===== src/source/rp_analog_pkg.sv =====
////////////////////////////////////////
// sizes for the 14-bit ADC/DAC board; channel pairs are ch_a/ch_b
// DAC words here are raw codes, inverted slope
////////////////////////////////////////

`default_nettype none

package rp_analog_pkg;

  ////////////////////////////////////////
  // widths and counts
  ////////////////////////////////////////

  localparam int ADC_DW       = 14;                     // adc word
  localparam int ACQ_DW       = 12;                     // upper bits sent to acquisition
  localparam int DAC_DW       = 14;
  localparam int SUM_DW       = DAC_DW + 1;             // one guard bit
  localparam int RST_HOLD     = 64;                     // good cycles before release
  localparam int RST_CW       = $clog2(RST_HOLD + 1);
  localparam int DAISY_DW     = 16;
  localparam int DAISY_MODE_W = 3;

  localparam logic [RST_CW-1:0] RST_HOLD_C = RST_CW'(RST_HOLD);

  // dac code limits
  localparam int                DAC_FS      = 2 ** (DAC_DW - 1);
  localparam logic [DAC_DW-1:0] DAC_SAT_POS = {1'b0, {(DAC_DW-1){1'b1}}};  // positive overflow
  localparam logic [DAC_DW-1:0] DAC_SAT_NEG = {1'b1, {(DAC_DW-1){1'b0}}};  // negative overflow

  ////////////////////////////////////////
  // channel pairs
  ////////////////////////////////////////

  typedef struct packed {
    logic [ADC_DW-1:0] ch_a;
    logic [ADC_DW-1:0] ch_b;
  } adc_pair_t;

  typedef struct packed {
    logic [ACQ_DW-1:0] ch_a;
    logic [ACQ_DW-1:0] ch_b;
  } acq_pair_t;

  // generator, controller and dac code pairs
  typedef struct packed {
    logic signed [DAC_DW-1:0] ch_a;
    logic signed [DAC_DW-1:0] ch_b;
  } smp_pair_t;

  // mixer sum, read as a value or as range check plus body
  // range[0] is also the dac msb, so the dac body is {range[0], body}
  typedef union packed {
    logic signed [SUM_DW-1:0] val;
    struct packed {
      logic [1:0]        range;  // differ on overflow
      logic [SUM_DW-3:0] body;
    } fld;
  } dac_sum_u;

  typedef struct packed {
    logic out_sel;   // trigger out: 1 generator, 0 scope
    logic pad_mode;  // reserved
    logic sync;      // daisy sync mode
  } daisy_mode_t;

endpackage

`default_nettype wire


===== src/source/core_reset_seq.sv =====
////////////////////////////////////////
// core reset held low until lock, delay-ready and cpu reset are all
// good for RST_HOLD cycles; any drop restarts the count
////////////////////////////////////////

`timescale 1ns/1ps
`default_nettype none

module core_reset_seq (
  input  wire  adc_clk,
  input  wire  rst_n_i,       // processor reset
  input  wire  pll_locked_i,
  input  wire  idly_rdy_i,    // input delay calibrated
  output logic rstn_o,        // core reset, active low
  output logic dac_reset_o    // active high
);

  logic                             all_ok;
  logic [rp_analog_pkg::RST_CW-1:0] hold_cnt;

  assign all_ok = rst_n_i & pll_locked_i & idly_rdy_i;

  ////////////////////////////////////////
  // hold counter
  ////////////////////////////////////////

  always_ff @(posedge adc_clk) begin
    if (!all_ok) begin
      hold_cnt <= '0;    // restart on any missing input
      rstn_o   <= 1'b0;
    end else begin
      if (hold_cnt != rp_analog_pkg::RST_HOLD_C) begin
        hold_cnt <= hold_cnt + 1'b1;
      end
      rstn_o <= (hold_cnt == rp_analog_pkg::RST_HOLD_C);  // release edge after full count
    end
  end

  // dac reset trails the core reset by one cycle
  always_ff @(posedge adc_clk) begin
    if (!rst_n_i) begin
      dac_reset_o <= 1'b1;
    end else begin
      dac_reset_o <= ~rstn_o;
    end
  end

  // lock loss pulls the core into reset on the next edge
  a_lock_drop: assert property (@(posedge adc_clk) !pll_locked_i |=> !rstn_o);

endmodule

`default_nettype wire


===== src/source/adc_frontend.sv =====
////////////////////////////////////////
// plain capture register stands in for the ddr input stage
// loopback takes the unsaturated sum, not the dac code
////////////////////////////////////////

`timescale 1ns/1ps
`default_nettype none

module adc_frontend (
  input  wire                               adc_clk,
  input  wire                               rst_n_i,
  input  wire rp_analog_pkg::adc_pair_t     adc_dat_i,
  input  wire rp_analog_pkg::dac_sum_u [1:0] dac_sum_i,       // ch_a at [0] and ch_b at [1]
  input  wire                               digital_loop_i,  // strap that routes dac sums to acq
  input  wire                               trig_i,          // external trigger pin
  input  wire                               scope_trig_i,
  input  wire                               asg_trig_i,
  input  wire rp_analog_pkg::daisy_mode_t   daisy_mode_i,
  input  wire [rp_analog_pkg::DAISY_DW-1:0] daisy_dat_i,     // received daisy word
  output rp_analog_pkg::acq_pair_t          acq_o,
  output logic                              trig_ext_o,
  output logic                              trig_out_o
);

  rp_analog_pkg::adc_pair_t adc_q;      // capture stage
  logic                     daisy_act;  // daisy word seen last cycle

  ////////////////////////////////////////
  // capture and switch
  ////////////////////////////////////////

  always_ff @(posedge adc_clk) begin
    adc_q <= adc_dat_i;
  end

  always_ff @(posedge adc_clk) begin
    if (!rst_n_i) begin
      acq_o <= '0;
    end else if (digital_loop_i) begin
      // same channel from the upper bits of the dac-width part
      acq_o.ch_a <= dac_sum_i[0].val[rp_analog_pkg::DAC_DW-1 -: rp_analog_pkg::ACQ_DW];
      acq_o.ch_b <= dac_sum_i[1].val[rp_analog_pkg::DAC_DW-1 -: rp_analog_pkg::ACQ_DW];
    end else begin
      acq_o.ch_a <= adc_q.ch_b[rp_analog_pkg::ADC_DW-1 -: rp_analog_pkg::ACQ_DW];  // adc b -> ch a
      acq_o.ch_b <= adc_q.ch_a[rp_analog_pkg::ADC_DW-1 -: rp_analog_pkg::ACQ_DW];  // adc a -> ch b
    end
  end

  ////////////////////////////////////////
  // triggers
  ////////////////////////////////////////

  always_ff @(posedge adc_clk) begin
    if (!rst_n_i) begin
      daisy_act <= 1'b0;
    end else begin
      daisy_act <= |daisy_dat_i;
    end
  end

  // in sync mode the chain owns the trigger while it carries data
  assign trig_ext_o = trig_i & ~(daisy_mode_i.sync & daisy_act);
  assign trig_out_o = daisy_mode_i.out_sel ? asg_trig_i : scope_trig_i;

endmodule

`default_nettype wire


===== src/source/dac_mixer.sv =====
////////////////////////////////////////
// gen + pid per channel, saturated to the dac range
// code out is inverted slope, one register after the sum
////////////////////////////////////////

`timescale 1ns/1ps
`default_nettype none

module dac_mixer (
  input  wire                             adc_clk,
  input  wire                             rst_n_i,
  input  wire rp_analog_pkg::smp_pair_t   gen_i,   // generator samples
  input  wire rp_analog_pkg::smp_pair_t   pid_i,   // controller samples
  output rp_analog_pkg::dac_sum_u [1:0]   sum_o,   // unsaturated, [0] ch_a
  output rp_analog_pkg::smp_pair_t        code_o
);

  // sign extend both by one bit, then add
  function automatic rp_analog_pkg::dac_sum_u add_f(
    input logic signed [rp_analog_pkg::DAC_DW-1:0] a,
    input logic signed [rp_analog_pkg::DAC_DW-1:0] b
  );
    rp_analog_pkg::dac_sum_u s;
    s.val = $signed({a[rp_analog_pkg::DAC_DW-1], a}) + $signed({b[rp_analog_pkg::DAC_DW-1], b});
    return s;
  endfunction

  function automatic logic [rp_analog_pkg::DAC_DW-1:0] code_f(
    input rp_analog_pkg::dac_sum_u s
  );
    logic [rp_analog_pkg::DAC_DW-1:0] c;
    if (s.fld.range[1] != s.fld.range[0]) begin
      // sign bit tells the overflow direction
      c = s.fld.range[1] ? rp_analog_pkg::DAC_SAT_NEG : rp_analog_pkg::DAC_SAT_POS;
    end else begin
      c = ~{s.fld.range[0], s.fld.body};  // dac wants inverted code
    end
    return c;
  endfunction

  always_comb begin
    sum_o[0] = add_f(gen_i.ch_a, pid_i.ch_a);
    sum_o[1] = add_f(gen_i.ch_b, pid_i.ch_b);
  end

  always_ff @(posedge adc_clk) begin
    if (!rst_n_i) begin
      code_o <= '0;
    end else begin
      code_o.ch_a <= code_f(sum_o[0]);
      code_o.ch_b <= code_f(sum_o[1]);
    end
  end

  // a saturated code only follows a sum at or beyond full scale
  property p_sat_src(code, s);
    @(posedge adc_clk) disable iff (!rst_n_i)
      (code == rp_analog_pkg::DAC_SAT_POS || code == rp_analog_pkg::DAC_SAT_NEG)
        |-> $past(s >= rp_analog_pkg::DAC_FS - 1 || s <= -rp_analog_pkg::DAC_FS);
  endproperty

  a_sat_a: assert property (p_sat_src(code_o.ch_a, sum_o[0].val));
  a_sat_b: assert property (p_sat_src(code_o.ch_b, sum_o[1].val));

endmodule

`default_nettype wire


===== src/source/dac_backend.sv =====
////////////////////////////////////////
// pin register, channels swapped to match board routing
////////////////////////////////////////

`timescale 1ns/1ps
`default_nettype none

module dac_backend (
  input  wire                           adc_clk,
  input  wire                           rst_n_i,
  input  wire rp_analog_pkg::smp_pair_t code_i,     // inverted dac codes
  output rp_analog_pkg::smp_pair_t      dac_dat_o   // to the dac pins
);

  ////////////////////////////////////////
  // output stage
  ////////////////////////////////////////

  // separate stage so the pins see a flop close to the pads
  always_ff @(posedge adc_clk) begin
    if (!rst_n_i) begin
      dac_dat_o <= '0;
    end else begin
      dac_dat_o.ch_a <= code_i.ch_b;  // ch b -> dac a
      dac_dat_o.ch_b <= code_i.ch_a;  // ch a -> dac b
    end
  end

endmodule

`default_nettype wire


===== src/source/rp_analog_top.sv =====
////////////////////////////////////////
// analog path top, single adc_clk domain
// all blocks run from the sequenced core reset
////////////////////////////////////////

`timescale 1ns/1ps
`default_nettype none

module rp_analog_top (
  input  wire                               adc_clk,
  input  wire                               rst_n_i,         // processor reset
  input  wire                               pll_locked_i,
  input  wire                               idly_rdy_i,
  input  wire rp_analog_pkg::adc_pair_t     adc_dat_i,
  input  wire rp_analog_pkg::smp_pair_t     gen_i,
  input  wire rp_analog_pkg::smp_pair_t     pid_i,
  input  wire                               digital_loop_i,
  input  wire                               trig_i,
  input  wire                               scope_trig_i,
  input  wire                               asg_trig_i,
  input  wire rp_analog_pkg::daisy_mode_t   daisy_mode_i,
  input  wire [rp_analog_pkg::DAISY_DW-1:0] daisy_dat_i,
  output rp_analog_pkg::acq_pair_t          acq_o,
  output rp_analog_pkg::smp_pair_t          dac_dat_o,
  output logic                              dac_reset_o,
  output logic                              trig_ext_o,
  output logic                              trig_out_o
);

  logic                          core_rstn;
  rp_analog_pkg::dac_sum_u [1:0] dac_sum;    // loopback source
  rp_analog_pkg::smp_pair_t      dac_code;

  core_reset_seq u_rst (
    .adc_clk      (adc_clk),
    .rst_n_i      (rst_n_i),
    .pll_locked_i (pll_locked_i),
    .idly_rdy_i   (idly_rdy_i),
    .rstn_o       (core_rstn),
    .dac_reset_o  (dac_reset_o)
  );

  ////////////////////////////////////////
  // input side
  ////////////////////////////////////////

  adc_frontend u_adc (
    .adc_clk        (adc_clk),
    .rst_n_i        (core_rstn),
    .adc_dat_i      (adc_dat_i),
    .dac_sum_i      (dac_sum),
    .digital_loop_i (digital_loop_i),
    .trig_i         (trig_i),
    .scope_trig_i   (scope_trig_i),
    .asg_trig_i     (asg_trig_i),
    .daisy_mode_i   (daisy_mode_i),
    .daisy_dat_i    (daisy_dat_i),
    .acq_o          (acq_o),
    .trig_ext_o     (trig_ext_o),
    .trig_out_o     (trig_out_o)
  );

  ////////////////////////////////////////
  // output side
  ////////////////////////////////////////

  dac_mixer u_mix (
    .adc_clk (adc_clk),
    .rst_n_i (core_rstn),
    .gen_i   (gen_i),
    .pid_i   (pid_i),
    .sum_o   (dac_sum),
    .code_o  (dac_code)
  );

  dac_backend u_dac (
    .adc_clk   (adc_clk),
    .rst_n_i   (core_rstn),
    .code_i    (dac_code),
    .dac_dat_o (dac_dat_o)
  );

endmodule

`default_nettype wire


===== config.mk =====
export PLATFORM = sky130hd
export DESIGN_NAME = rp_analog_top
export DESIGN_NICKNAME = d
export VERILOG_FILES = /design/src/source/rp_analog_pkg.sv /design/src/source/core_reset_seq.sv /design/src/source/adc_frontend.sv /design/src/source/dac_mixer.sv /design/src/source/dac_backend.sv /design/src/source/rp_analog_top.sv
export SDC_FILE = /design/constraint.sdc
export NUM_CORES = 1
export LEC_CHECK = 0
export BUFFER_PORTS_ARGS = -buffer_cell sky130_fd_sc_hd__buf_2
export CAP_MARGIN = 20
export CORE_ASPECT_RATIO = 0.8
export CORE_UTILIZATION = 40
export CTS_BUF_LIST = sky130_fd_sc_hd__clkbuf_8
export CTS_CLUSTER_DIAMETER = 200
export CTS_CLUSTER_SIZE = 14
export DETAILED_ROUTE_END_ITERATION = 10
export PLACE_DENSITY = 0.66
export SLEW_MARGIN = 20
export SYNTH_ARGS = -nofsm -noshare
export SYNTH_HDL_FRONTEND = slang
export SYNTH_HIERARCHICAL = 1
export SYNTH_SLANG_ARGS = --single-unit

===== constraint.sdc =====
create_clock -name adc_clk -period 2.8 [get_ports adc_clk]
set_clock_uncertainty 0.1 [all_clocks]
set_input_delay 0.14 -clock adc_clk [delete_from_list [all_inputs] [get_ports adc_clk]]
set_output_delay 0.14 -clock adc_clk [all_outputs]
set_load 0.05 [all_outputs]

Word-level counts from Yosys, hierarchy flattened
Cells that the tools add are included.
{"block": "op_classes", "n_mux": 6, "magnitude_cmp": 0, "multipliers": 0, "eq_ne": 4, "bitwise": 8, "n_shift": 0, "div_mod_pow": 0, "add_sub_neg": 3, "reduce_logical": 1}
{"cell": "$mux 14", "n": 4}
{"cell": "$add 14x14->15", "n": 2}
{"cell": "$not 14->14", "n": 2}
{"cell": "$mux 24", "n": 1}
{"cell": "$reduce_or 16->1", "n": 1}
{"cell": "$add 7x1->7 const B", "n": 1}
{"cell": "$eq 7x7->1 const B", "n": 1}
{"cell": "$ne 7x7->1 const B", "n": 1}
{"cell": "$and 1x1->1", "n": 4}
{"cell": "$ne 1x1->1", "n": 2}
{"cell": "$not 1->1", "n": 2}
{"cell": "$mux 1", "n": 1}
{"block": "word_totals", "input_bits": 111, "out_inout_bits": 55, "latch_bits": 0, "reg_bits": 118, "mem_count": 0, "word_cells": 34, "ram_bits": 0, "mem_bits_ro": 0}

Depth between registers and ports, before layout
Gate-level depths: netlist of the first run.
{"block": "depth", "depth_word": 3, "mapped_depth": 12, "ltp_nobuf": 10}

Modules after synthesis
Netlist of the first run, hierarchy kept.
{"mod": "dac_mixer", "area_each_um2": 2175.8, "seq_area_each_um2": 560.5, "instances": 1, "cells_per_inst": 246}
{"mod": "adc_frontend", "area_each_um2": 1426.4, "seq_area_each_um2": 980.9, "instances": 1, "cells_per_inst": 110}
{"mod": "dac_backend", "area_each_um2": 785.8, "seq_area_each_um2": 560.5, "instances": 1, "cells_per_inst": 58}
{"mod": "core_reset_seq", "area_each_um2": 392.9, "seq_area_each_um2": 180.2, "instances": 1, "cells_per_inst": 43}

Worst setup path before layout of the first run
No wires, ideal clock.
{"block": "synth_path", "kind": "input port to flip-flop", "from": "input port gen_i[18] (netlist name)", "to": "register u_mix/code_o[17] (netlist name)", "path_slack_ns": 0.189, "n_path_buf": 2, "t_arrival_ns": 2.377, "setup_time_ns": 0.134, "cell_stages": 12, "t_required_ns": 2.566, "path_cell_list": "ha_1 buf_6 a21oi_1 o211ai_1 a41oi_1 o21ai_0 a21oi_1 xor2_1 ha_1 o21ai_2 buf_6 a21oi_1"}
{"block": "synth_between", "elab_chain_len": 3, "elab_cells_between_ends": 4, "cone_classes": "add/sub: 1; eq/ne: 1; mux: 2"}
{"element": "start, declared", "line_no": "rp_analog_top.sv:15", "text": "input wire rp_analog_pkg::smp_pair_t gen_i,"}
{"element": "$add 14x14->15 *", "line_no": "dac_mixer.sv:24", "text": "s.val = $signed({a[rp_analog_pkg::DAC_DW-1], a}) + $signed({b[rp_analog_pkg::DAC_DW-1], b});"}
{"element": "$mux 14 or $ne 1x1->1 (tied branches)", "line_no": "dac_mixer.sv:34, dac_mixer.sv:32"}
{"element": "$mux 14 *", "line_no": "dac_mixer.sv:32", "text": "if (s.fld.range[1] != s.fld.range[0]) begin"}
{"element": "end, declared", "line_no": "dac_mixer.sv:15", "text": "output rp_analog_pkg::smp_pair_t code_o"}
Every way passes the cells marked *; elsewhere a longest branch is shown, timed or not.
A chain may end at the register's enable or synchronous reset.

==> results of run 1 <==
-- path summary, 6_finish.rpt --
| kind | slack (ns) | start | endpoint |
|---|---|---|---|
| worst max register to register | 0.56 | u_rst/rstn_o$_SDFF_PN0_ | u_adc/daisy_act$_SDFF_PN0_ |
| worst max-delay path | 0.10 | pid_i[15] | u_mix/code_o[21]$_SDFF_PN0_ |
| worst min register to register | 0.32 | u_mix/code_o[19]$_SDFF_PN0_ | u_dac/dac_dat_o[5]$_SDFF_PN0_ |
| worst min-delay path | 0.08 | pid_i[1] | u_mix/code_o[1]$_SDFF_PN0_ |
-- repair_timing --
| item | in CTS | in global routing |
|---|---|---|
| endpoints found under the setup margin | 0 | 11 |
| resized for setup | 0 | 1 |
| endpoints found under the hold margin | 34 | 0 |
| hold buffers | 34 | 0 |
| setup buffers | 0 | 0 |
-- synth_stat cells (all sizes together), types with 10 or more instances --
| library cell | count |
|---|---|
| nor2 | 38 |
| inv | 10 |
| buf | 12 |
| dfxtp | 114 |
| nand2 | 16 |
| xnor2 | 13 |
| mux2i | 25 |
| xor2 | 16 |
| o21ai | 13 |
| and2 | 31 |
| nand3 | 11 |
| ha | 34 |
| a21oi | 56 |
-- worst min-delay path, cell delays in order --
cell	delay [ns]
buf_2	0.09
buf_4	0.10
fa_1	0.15
a21oi_1	0.06
-- layout make-up --
class / count / share of cell area, %
flip-flops and latches: 114 / 35.29
inverters: 11 / 0.6384
clock inverters: 14 / 1.470
repair buffers: 217 / 20.51
multi-input cells: 314 / 35.62
well taps: 148 / 2.863
clock buffers: 17 / 3.618
-- registers in the layout (all words and copies together), names as in the netlist --
register,cells
u_rst/dac_reset_o,1
u_adc/acq_o,24
u_rst/hold_cnt,7
u_mix/code_o,28
u_adc/daisy_act,1
u_rst/rstn_o,1
u_adc/adc_q,24
u_dac/dac_dat_o,28
-- cells by family (layout without fill, tap and decap cells) --
| family | after synthesis | after routing |
|---|---|---|
| simple gates | 122 | 122 |
| flops | 114 | 114 |
| compound gates | 101 | 101 |
| fa+ha+maj | 36 | 36 |
| xor+xnor | 29 | 29 |
| buf+inv | 29 | 259 |
| mux | 26 | 26 |
-- per-stage QoR --
stage	total power, mW	util, %	cells	TNS (ns)	hold WS [ns]
floorplan	2.100	-	457	0	0.06772
global placement	2.317	50.09	770	-0.3104	0.1433
global route	3.820	55.94	835	0	0.09217
finish	3.629	55.94	835	0	0.07625
detailed placement	2.328	50.09	770	-1.570	0.1436
CTS	3.658	55.88	835	0	0.04890
-- layout by cell type (no fill, tap or decap), types with 3 or more instances in the layout --
cell           netlist  routed
o211ai_1             6       6
a21o_1               6       6
inv_1               10      11
nor2b_1              3       3
buf_4                1      22
ha_1                34      34
clkinvlp_4           0       6
xnor2_1             13      13
nand4_1              3       3
o21bai_1             4       4
nor3_1               9       9
dlygate4sd3_1        0      34
nor2_1              38      38
o21ai_0             10      10
buf_2                2     160
clkbuf_8             0      17
nand2_1             16      16
xor2_1              16      16
nand3_1             11      11
a21oi_1             53      53
and2_1               9       9
a41oi_1              3       3
clkinv_2             0       4
dfxtp_1            114     114
nor4_1               4       4
and2_2              22      22
mux2i_1             25      25
-- metal layers --
layer  global-route usage, %  vias to the layer above
met3                   5.970                       13
li1                        -                     2023
met1                   25.74                     1852
met5                       0                        -
met4                   7.600                        0
met2                   30.56                      141
-- power breakdown --
part / leakage, nW / internal, mW / switching (mW)
registers: 0.927 / 1.64 / 0.00509
clock network: 0.157 / 0.598 / 0.684
logic: 2.04 / 0.314 / 0.388
total: 3.12 / 2.55 / 1.08
==> run summary, run 1 <==
Multi-input logic area = 0.002303 sq mm
CP Data Required Time = 2.99 ns
Syn_area_per_cell = 10.46 sq um
RSZ-0062 raised after global routing = false
First-pass GRT wire length = 18,960 microns
Max Cap Viol = 0
Layout cells sized above 1 = 36.10%
GRT Overall Usage = 19.68%
Met3 WL = 713 microns
Via Count = 4,029
Cts bufs inserted = 17
PortBufs = 160
Worst Path Buf+Inv = 4
DRC = 0
Largest net degree at the start of global routing = 36
Initial DRC Count = 175
Cell taking the most area after synthesis = dfxtp_1
DP Area = 0.005791 sq mm
Layout area overhead = 35.28%
Pre-CTS WS = -0.1445 ns
Post-synthesis sequential area ratio = 47.74%
Max_slew headroom = 37.94%
Root Buffer = clkbuf_8
Synth cell types = 44
WL per Instance = 14.26 microns
Crit path kind = in2reg
CP max stage cell = dlygate4sd3_1
Slew Limit Fails = 0
CP cell instances = buf_2, dlygate4sd3_1, fa_1, a21o_1, a311o_1, a21oi_4, o41ai_4, inv_1, ha_1, o21ai_2, buf_12, a21oi_1
Synth Net Count = 604
Synth Area in Simple Gates = 13.37%
Fin worst setup slack = 0.1001 ns
Post-synth top area share = 47.74%
Post-route cell area = 0.006467 sq mm
Die W = 124.2 microns
CP max stage delay = 0.57 ns
Mux cell area share after synthesis = 5.470%
Post-DP HPWL = 8697 microns
Hold Path Class = in2reg
Ys Warns = 6
Vias in the first global route = 3,961
Clk_lat worst skew = 0.42 ns
FF+latch count, synth = 114
Fraction of the mapped netlist area in adder cells = 9.736%
CTS tree = built
Largest family of logic cells by synthesized area = compound AO/OA/AOI/OAI gates
Worst Tran Pin Value = 0.9252 ns
Count of final setup violators = 0
Final ANT Viol Nets = 0
Fillcell total = 1,069
Synthesized area = 0.004781 sq mm
Final period util = 96.43%
Gate count of the mapped netlist = 457
Fin crit period = 2.700 ns
# nets final = 822
WP data arrival = 2.89 ns
Register area = 0.002282 sq mm
Ys flop type = dfxtp_1
RePlAce Congestion = 0.8505
Die height = 99.79 microns
Crit path max-delay family = compound AO/OA/AOI/OAI gates
P_leak = 3.119 nW
Io pins = 166
Initial antenna violation count = 0
Hold Fails Final Rpt = 0
Drt total wl = 11,910 microns
First-pass DRT Iterations = 4
Crit. path cell count = 12
Full die area = 0.01240 sq mm
R2R depth = 3
Clk sink count = 114
CORE AREA = 0.01156 sq mm
Post-synthesis xor/xnor area fraction = 5.313%
N_diodes = 0
FP Rows = 35
Critical Path End Type = flop
CTS max path bufs = 2
Met1 WL = 5707 microns
VDD IR-drop max = 349.5 uV
Pwr/cell area = 561.1 mW/mm^2
Met2 wire len = 5318 microns
GR Overflow Total = 0
Status = complete, no violations
Async S/R FF share, synth = 0%
Initial core utilization = 41.35%
Synth Area in Compound Gates = 14.13%
Clock transition at path regs = 0.07 ns
Worst setup SP type = primary input
Max Fclk = 370.4 MHz
DR vias/cell = 4.825
H-tree depth = 4
Largest cells by area after synthesis = dfxtp_1 48%, ha_1 8.9%, a21oi_1 5.5%, mux2i_1 5.2%, and2_2 3.5%
Worst hold path depth = 4
CP max FO = 12
Max layer used = met4
EDFF count, synth = 0
No activity file was read; power rests on OpenSTA's default activity.
==> run 2, diff against run 1 <==
Settings changed: ABC_AREA set to 1, PLACE_DENSITY 0.66 to unset.
==> run summary, run 2 <==
RSZ-0062 raised after global routing = false
Final period util = 95.91% (-0.52 points)
Pwr/cell area = 549.7 mW/mm^2 (-2.0%)
Register area = 0.002283 sq mm (about the same)
Mux cell area share after synthesis = 0.2068% (-5.3 points)
CP Data Required Time = 3.05 ns (+0.06 ns)
Reg-to-Reg Start = u_rst/rstn_o$_SDFF_PN0_
Fraction of the mapped netlist area in adder cells = 8.546% (-1.2 points)
First-pass GRT wire length = 22,580 microns (+19%)
Status = complete, no violations
Largest family of logic cells by synthesized area = simple AND/OR/NAND/NOR gates
Max Fclk = 372.4 MHz (+0.54%)
CP max FO = 4 (-8)
Async S/R FF share, synth = 0% (unchanged)
Layout cells sized above 1 = 26.92% (-9.2 points)
RePlAce Congestion = 0.8838 (+3.9%)
Clk_lat worst skew = 0.42 ns (about the same)
Cell taking the most area after synthesis = dfxtp_1
DR vias/cell = 4.520 (-6.3%)
Commonest cells in the netlist = 184 x nand2_1, 114 x dfxtp_1, 111 x inv_1
N_diodes = 0 (unchanged)
Top-count cell post-synth = nand2_1
Synthesized area = 0.005446 sq mm (+14%)
Worst Tran Pin Value = 0.7303 ns (-0.1949 ns)
Synth Area in Compound Gates = 8.730% (-5.4 points)
FF+latch count, synth = 114 (unchanged)
Root Buffer = clkbuf_8
Initial antenna violation count = 0 (unchanged)
P_leak = 3.939 nW (+26%)
Via Count = 5,139 (+28%)
Multi-input logic area = 0.002709 sq mm (+18%)
Ys Warns = 6 (unchanged)
Crit. Startpoint = pid_i[14]
CORE AREA = 0.01306 sq mm (+13%)
Syn_area_per_cell = 7.380 sq um (-29%)
Synth Net Count = 885 (+47%)
Layout area overhead = 33.08%
Hold Fails Final Rpt = 0 (unchanged)
Die height = 106.4 microns (+6.6%)
Clk sink count = 114 (unchanged)
Clock transition at path regs = 0.08 ns (about the same)
PortBufs = 160 (unchanged)
WL per Instance = 12.50 microns (-12%)
Post-synthesis xor/xnor area fraction = 0.8040% (-4.5 points)
# nets final = 1,096 (+33%)
DRC = 0 (unchanged)
Critical Path End = u_mix/code_o[14]$_SDFF_PN0_
Worst setup SP type = primary input
Largest cells by area after synthesis = dfxtp_1 42%, nand2_1 13%, ha_1 7.8%, inv_1 7.6%, nor2_1 6.3%
Max Cap Viol = 0 (unchanged)
Drt total wl = 14,210 microns (+19%)
GR Overflow Total = 0 (unchanged)
EDFF count, synth = 0 (unchanged)
Crit path kind = in2reg
Full die area = 0.01409 sq mm (+14%)
Max_slew headroom = 51.25% (+13 points)
Synth Area in Simple Gates = 29.73% (+16 points)
Reg2reg setup slack = 1.43 ns (+0.87 ns)
Io pins = 166 (unchanged)
Commonest non-fill, non-tap cell in the layout = nand2_1
Cts bufs inserted = 17 (unchanged)
Post-synthesis sequential area ratio = 41.90% (-5.8 points)
WP data arrival = 2.93 ns (+0.04 ns)
First-pass DRT Iterations = 5 (+1)
GRT Overall Usage = 20.57% (+0.90 points)
Final Power = 3.984 mW (+9.8%)
CTS tree = built
Hold Path Class = in2reg
Initial DRC Count = 345 (+97%)
Gate count of the mapped netlist = 738 (+61%)
Slew Limit Fails = 0 (unchanged)
Vias in the first global route = 4,614 (+16%)
Die W = 132.5 microns (+6.6%)
H-tree depth = 4 (unchanged)
Fillcell total = 1,287 (+20%)
Synth cell types = 32 (-27%)
Post-DP HPWL = 10,150 microns (+17%)
CTS max path bufs = 2 (unchanged)
Final ANT Viol Nets = 0 (unchanged)
Largest registers = u_dac/dac_dat_o x28, u_mix/code_o x28
Final TNS setup = 0 ns (unchanged)
Reg-to-Reg End = u_adc/acq_o[0]$_SDFF_PN0_
Largest net degree at the start of global routing = 55 (+53%)
Initial core utilization = 41.72% (+0.37 points)
FP Rows = 37 (+5.7%)
Commonest non-fill, non-tap cells in the layout = 184 x nand2_1, 160 x buf_2, 113 x dfxtp_1, 109 x inv_1, 92 x nor2_1
VDD IR-drop max = 335.9 uV (-3.9%)
Count of final setup violators = 0 (unchanged)
Ys flop type = dfxtp_1
Critical Path End Type = flop
Post-synth top area share = 41.90% (-5.8 points)
R2R depth = 3 (unchanged)
Fin crit period = 2.685 ns (-0.01451 ns)
## run 2: what timing repair did
item / in CTS / in global routing
hold buffers: 40 / 0
buffers inserted: 0 / 1
resized for setup: 0 / 17
hold endpoints to repair: 33 / 0
setup endpoints to repair: 0 / 26
## run 2: kinds of logic (layout without fill, tap and decap cells)
group | after synthesis | count (layout)
buffers and inverters | 131 | 353
and+or+nand+nor | 373 | 375
xor gates and xnor gates | 5 | 5
adders and majority gates | 36 | 36
AOI/OAI and AO/OA | 78 | 78
muxes | 1 | 1
DFF | 114 | 114
## run 2: metrics by stage
step	worst slack, ns	area (sq um)	instances	hold WS [ns]	utilization [%]
5_1_grt	0.003737	7248	1137	0.1099	55.52
3_3_place_gp	0.1663	6384	1062	0.1430	48.90
2_1_floorplan	0.4418	5446	738	0.06772	-
4_1_cts	0.03960	7143	1134	0.05806	54.72
3_5_place_dp	0.1307	6384	1062	0.1436	48.90
6_report	0.1146	7248	1137	0.1200	55.52
## run 2: worst min-delay path by stage
stage / from / to / depth (start not counted)
after global placement: adc_dat_i[23] / u_adc/adc_q[23]$_DFF_P_ / 1
after global routing: pid_i[1] / u_mix/code_o[1]$_SDFF_PN0_ / 4
after floorplan: adc_dat_i[10] / u_adc/adc_q[10]$_DFF_P_ / 0
after detailed placement: adc_dat_i[22] / u_adc/adc_q[22]$_DFF_P_ / 1
after CTS: pid_i[1] / u_mix/code_o[1]$_SDFF_PN0_ / 4
final: pid_i[1] / u_mix/code_o[1]$_SDFF_PN0_ / 4
## run 2: layout make-up
| cell class | instances | share of cell area, % |
|---|---|---|
| clock inverters | 15 | 1.726 |
| clock buffers | 17 | 3.228 |
| flip-flops and latches | 114 | 31.50 |
| multi-input cells | 495 | 37.37 |
| repair buffers | 205 | 17.14 |
| inverters | 116 | 6.007 |
| well taps | 175 | 3.021 |
## run 2: layer usage
metal  global-route usage [%]  part of all wire [%]  up-vias
met1                    30.09                    53     2236
li1                         -                     -     2740
met3                    5.389                   6.2        7
met4                    5.172                  0.52        0
met2                    29.62                    40      156
met5                        0                     0        -
## run 2: where the power goes
part | switching, mW | internal [mW] | leakage [nW] | total, mW
logic | 0.585 | 0.353 | 2.84 | 0.938
registers | 0.00505 | 1.64 | 0.928 | 1.64
clock network | 0.768 | 0.634 | 0.166 | 1.40
total | 1.36 | 2.63 | 3.94 | 3.98
## run 2: worst max-delay path, stage by stage
cell	delay (ns)
dlygate4sd3_1	0.54
buf_2	0.12
ha_2	0.20
fa_2	0.37
nand2_1	0.09
nand2_1	0.06
nand3_1	0.10
nand2_2	0.10
nand2_1	0.10
nand2_1	0.09
nand2_4	0.11
nand2_1	0.08
ha_1	0.33
inv_2	0.09
or2_2	0.28
a21oi_1	0.14
==> run 3, diff against run 2 <==
Clock period 2.8 ns to 2.5 ns, I/O delays scaled along.
==> run summary, run 3 (synthesis gave the netlist of run 2 again) <==
M3 GR Usage = 5.055% (-0.33 points)
Post-route cell area = 0.007470 sq mm (+3.1%)
Clk_lat worst skew = 0.41 ns (about the same)
Commonest non-fill, non-tap cells in the layout = 184 x nand2_1, 160 x buf_2, 113 x inv_1, 113 x dfxtp_1, 91 x nor2_1
DP Area = 0.006609 sq mm (+3.5%)
Initial antenna violation count = 0 (unchanged)
Commonest non-fill, non-tap cell in the layout = nand2_1
Clk sink count = 114 (unchanged)
Die W = 132.5 microns (unchanged)
CP Data Required Time = 2.74 ns (-0.31 ns)
H-tree depth = 4 (unchanged)
Cell Count, Final, Fillers Out = 1,164 (+2.4%)
Drt total wl = 14,200 microns (about the same)
Pwr/cell area = 652.4 mW/mm^2 (+19%)
Final ANT Viol Nets = 0 (unchanged)
Count of final setup violators = 0 (unchanged)
Hold Path Class = in2reg
Final period util = 88.11%
Largest registers = u_dac/dac_dat_o x28, u_mix/code_o x28
Post-DP HPWL = 10,410 microns (+2.6%)
Io pins = 166 (unchanged)
Critical Path End Type = flop
GR Util met2 = 29.55% (-0.075 points)
Met1 usage = 30.96% (+0.87 points)
Max Cap Viol = 0 (unchanged)
Status = complete, no violations
DRC = 0 (unchanged)
WP data arrival = 2.44 ns (-0.49 ns)
PortBufs = 160 (unchanged)
Placed cell count = 1,092 (+2.8%)
Die height = 106.4 microns (unchanged)
CORE AREA = 0.01306 sq mm (unchanged)
Layout area overhead = 37.15%
Cts bufs inserted = 17 (unchanged)
Slew Limit Fails = 0 (unchanged)
VDD IR-drop max = 488.4 uV (+45%)
Worst Tran Pin Value = 0.7266 ns (-0.003684 ns)
RSZ-0062 raised after global routing = false
First-pass DRT Iterations = 5 (unchanged)
WL per Instance = 12.20 microns (-2.4%)
Full die area = 0.01409 sq mm (unchanged)
Crit path kind = in2reg
Root Buffer = clkbuf_8
Hold Fails Final Rpt = 0 (unchanged)
Clock transition at path regs = 0.07 ns (about the same)
P_leak = 4.106 nW (+4.2%)
# nets final = 1,123 (+2.5%)
Initial DRC Count = 351 (+1.7%)
Worst setup SP type = primary input
Via Count = 5,235 (+1.9%)
Max Fclk = 454.0 MHz
Fin crit period = 2.203 ns
N_diodes = 0 (unchanged)
Max_slew headroom = 51.49% (+0.25 points)
CTS max path bufs = 2 (unchanged)
First-pass GRT wire length = 22,740 microns (+0.74%)
FP Rows = 37 (unchanged)
Worst hold slack = 0.06654 ns (-0.05343 ns)
Largest net degree at the start of global routing = 43 (-22%)
RePlAce Congestion = 0.8977 (+1.6%)
Layout cells sized above 1 = 27.60% (+0.68 points)
DR vias/cell = 4.497 (-0.49%)
CP max FO = 13 (+9)
GRT Max-Usage Layer = met1
GR Overflow Total = 0 (unchanged)
GRT Overall Usage = 20.83% (+0.25 points)
Vias in the first global route = 4,635 (+0.46%)
Initial core utilization = 41.72% (unchanged)
Final core occ = 57.22% (+1.7 points)
CTS tree = built
run 3: cell types whose count changed in the layout (fill, tap and decap cells not counted), sizes merged:
cell / delta
inv: -3
clkbuf: +1
nand3: -2
clkinv: -1
clkinvlp: -2
buf: +29
bufinv: +5
run 3: through the flow:
stage	worst slack, ns	power [mW]	TNS (ns)
after floorplan	0.1568	2.520	0
after global placement	-0.004379	2.862	-0.01544
after detailed placement	-0.08742	2.862	-1.265
after CTS	0.07297	4.903	0
after global routing	0.09764	5.140	0
final	0.2973	4.873	0
run 3: critical path: stages:
cell and delay [ns]:
buf_2 0.10, ha_1 0.36, nand2_1 0.15, inv_1 0.05
a21oi_1 0.18, nand3_1 0.13, a21oi_1 0.25, xor2_1 0.24
ha_1 0.30, inv_1 0.14, nand3_4 0.21, a21oi_1 0.21
run 3: layout make-up:
cell class | count | area [sq um]
sequential | 114 | 2283
multi-input combinational | 493 | 2618
timing repair buffer | 234 | 1456
clock buffer | 18 | 247.7
fill | 1251 | 5585
inverter | 116 | 435.4
tap | 175 | 219.0
clock inverter | 14 | 210.2
run 3: worst paths after layout:
check	from	to	slack [ns]	cells past startpoint
setup / recovery	gen_i[8]	u_mix/code_o[4]$_SDFF_PN0_	0.30	12
hold reg to reg	u_mix/code_o[14]$_SDFF_PN0_	u_dac/dac_dat_o[0]$_SDFF_PN0_	0.31	2
setup reg to reg	u_rst/rstn_o$_SDFF_PN0_	u_adc/acq_o[0]$_SDFF_PN0_	0.97	3
hold / removal	pid_i[1]	u_mix/code_o[1]$_SDFF_PN0_	0.07	4
run 3: layer usage:
metal / part of all wire, % / wire, microns
met5: 0 / 0
met4: 0.46 / 66
met3: 6.0 / 854
met2: 40 / 5674
met1: 54 / 7602
run 3: power breakdown:
part / internal [mW] / total [mW] / switching [mW] / leakage, nW
combinational: 0.421 / 1.05 / 0.626 / 2.95
clock: 1.21 / 1.99 / 0.775 / 0.224
sequential: 1.84 / 1.84 / 0.00517 / 0.928
run 3: repair_timing:
action                     CTS  global route
buffers inserted             0             0
hold buffers                39             3
hold endpoints to repair    37             1
setup endpoints to repair    0             1
resized for setup            0             1
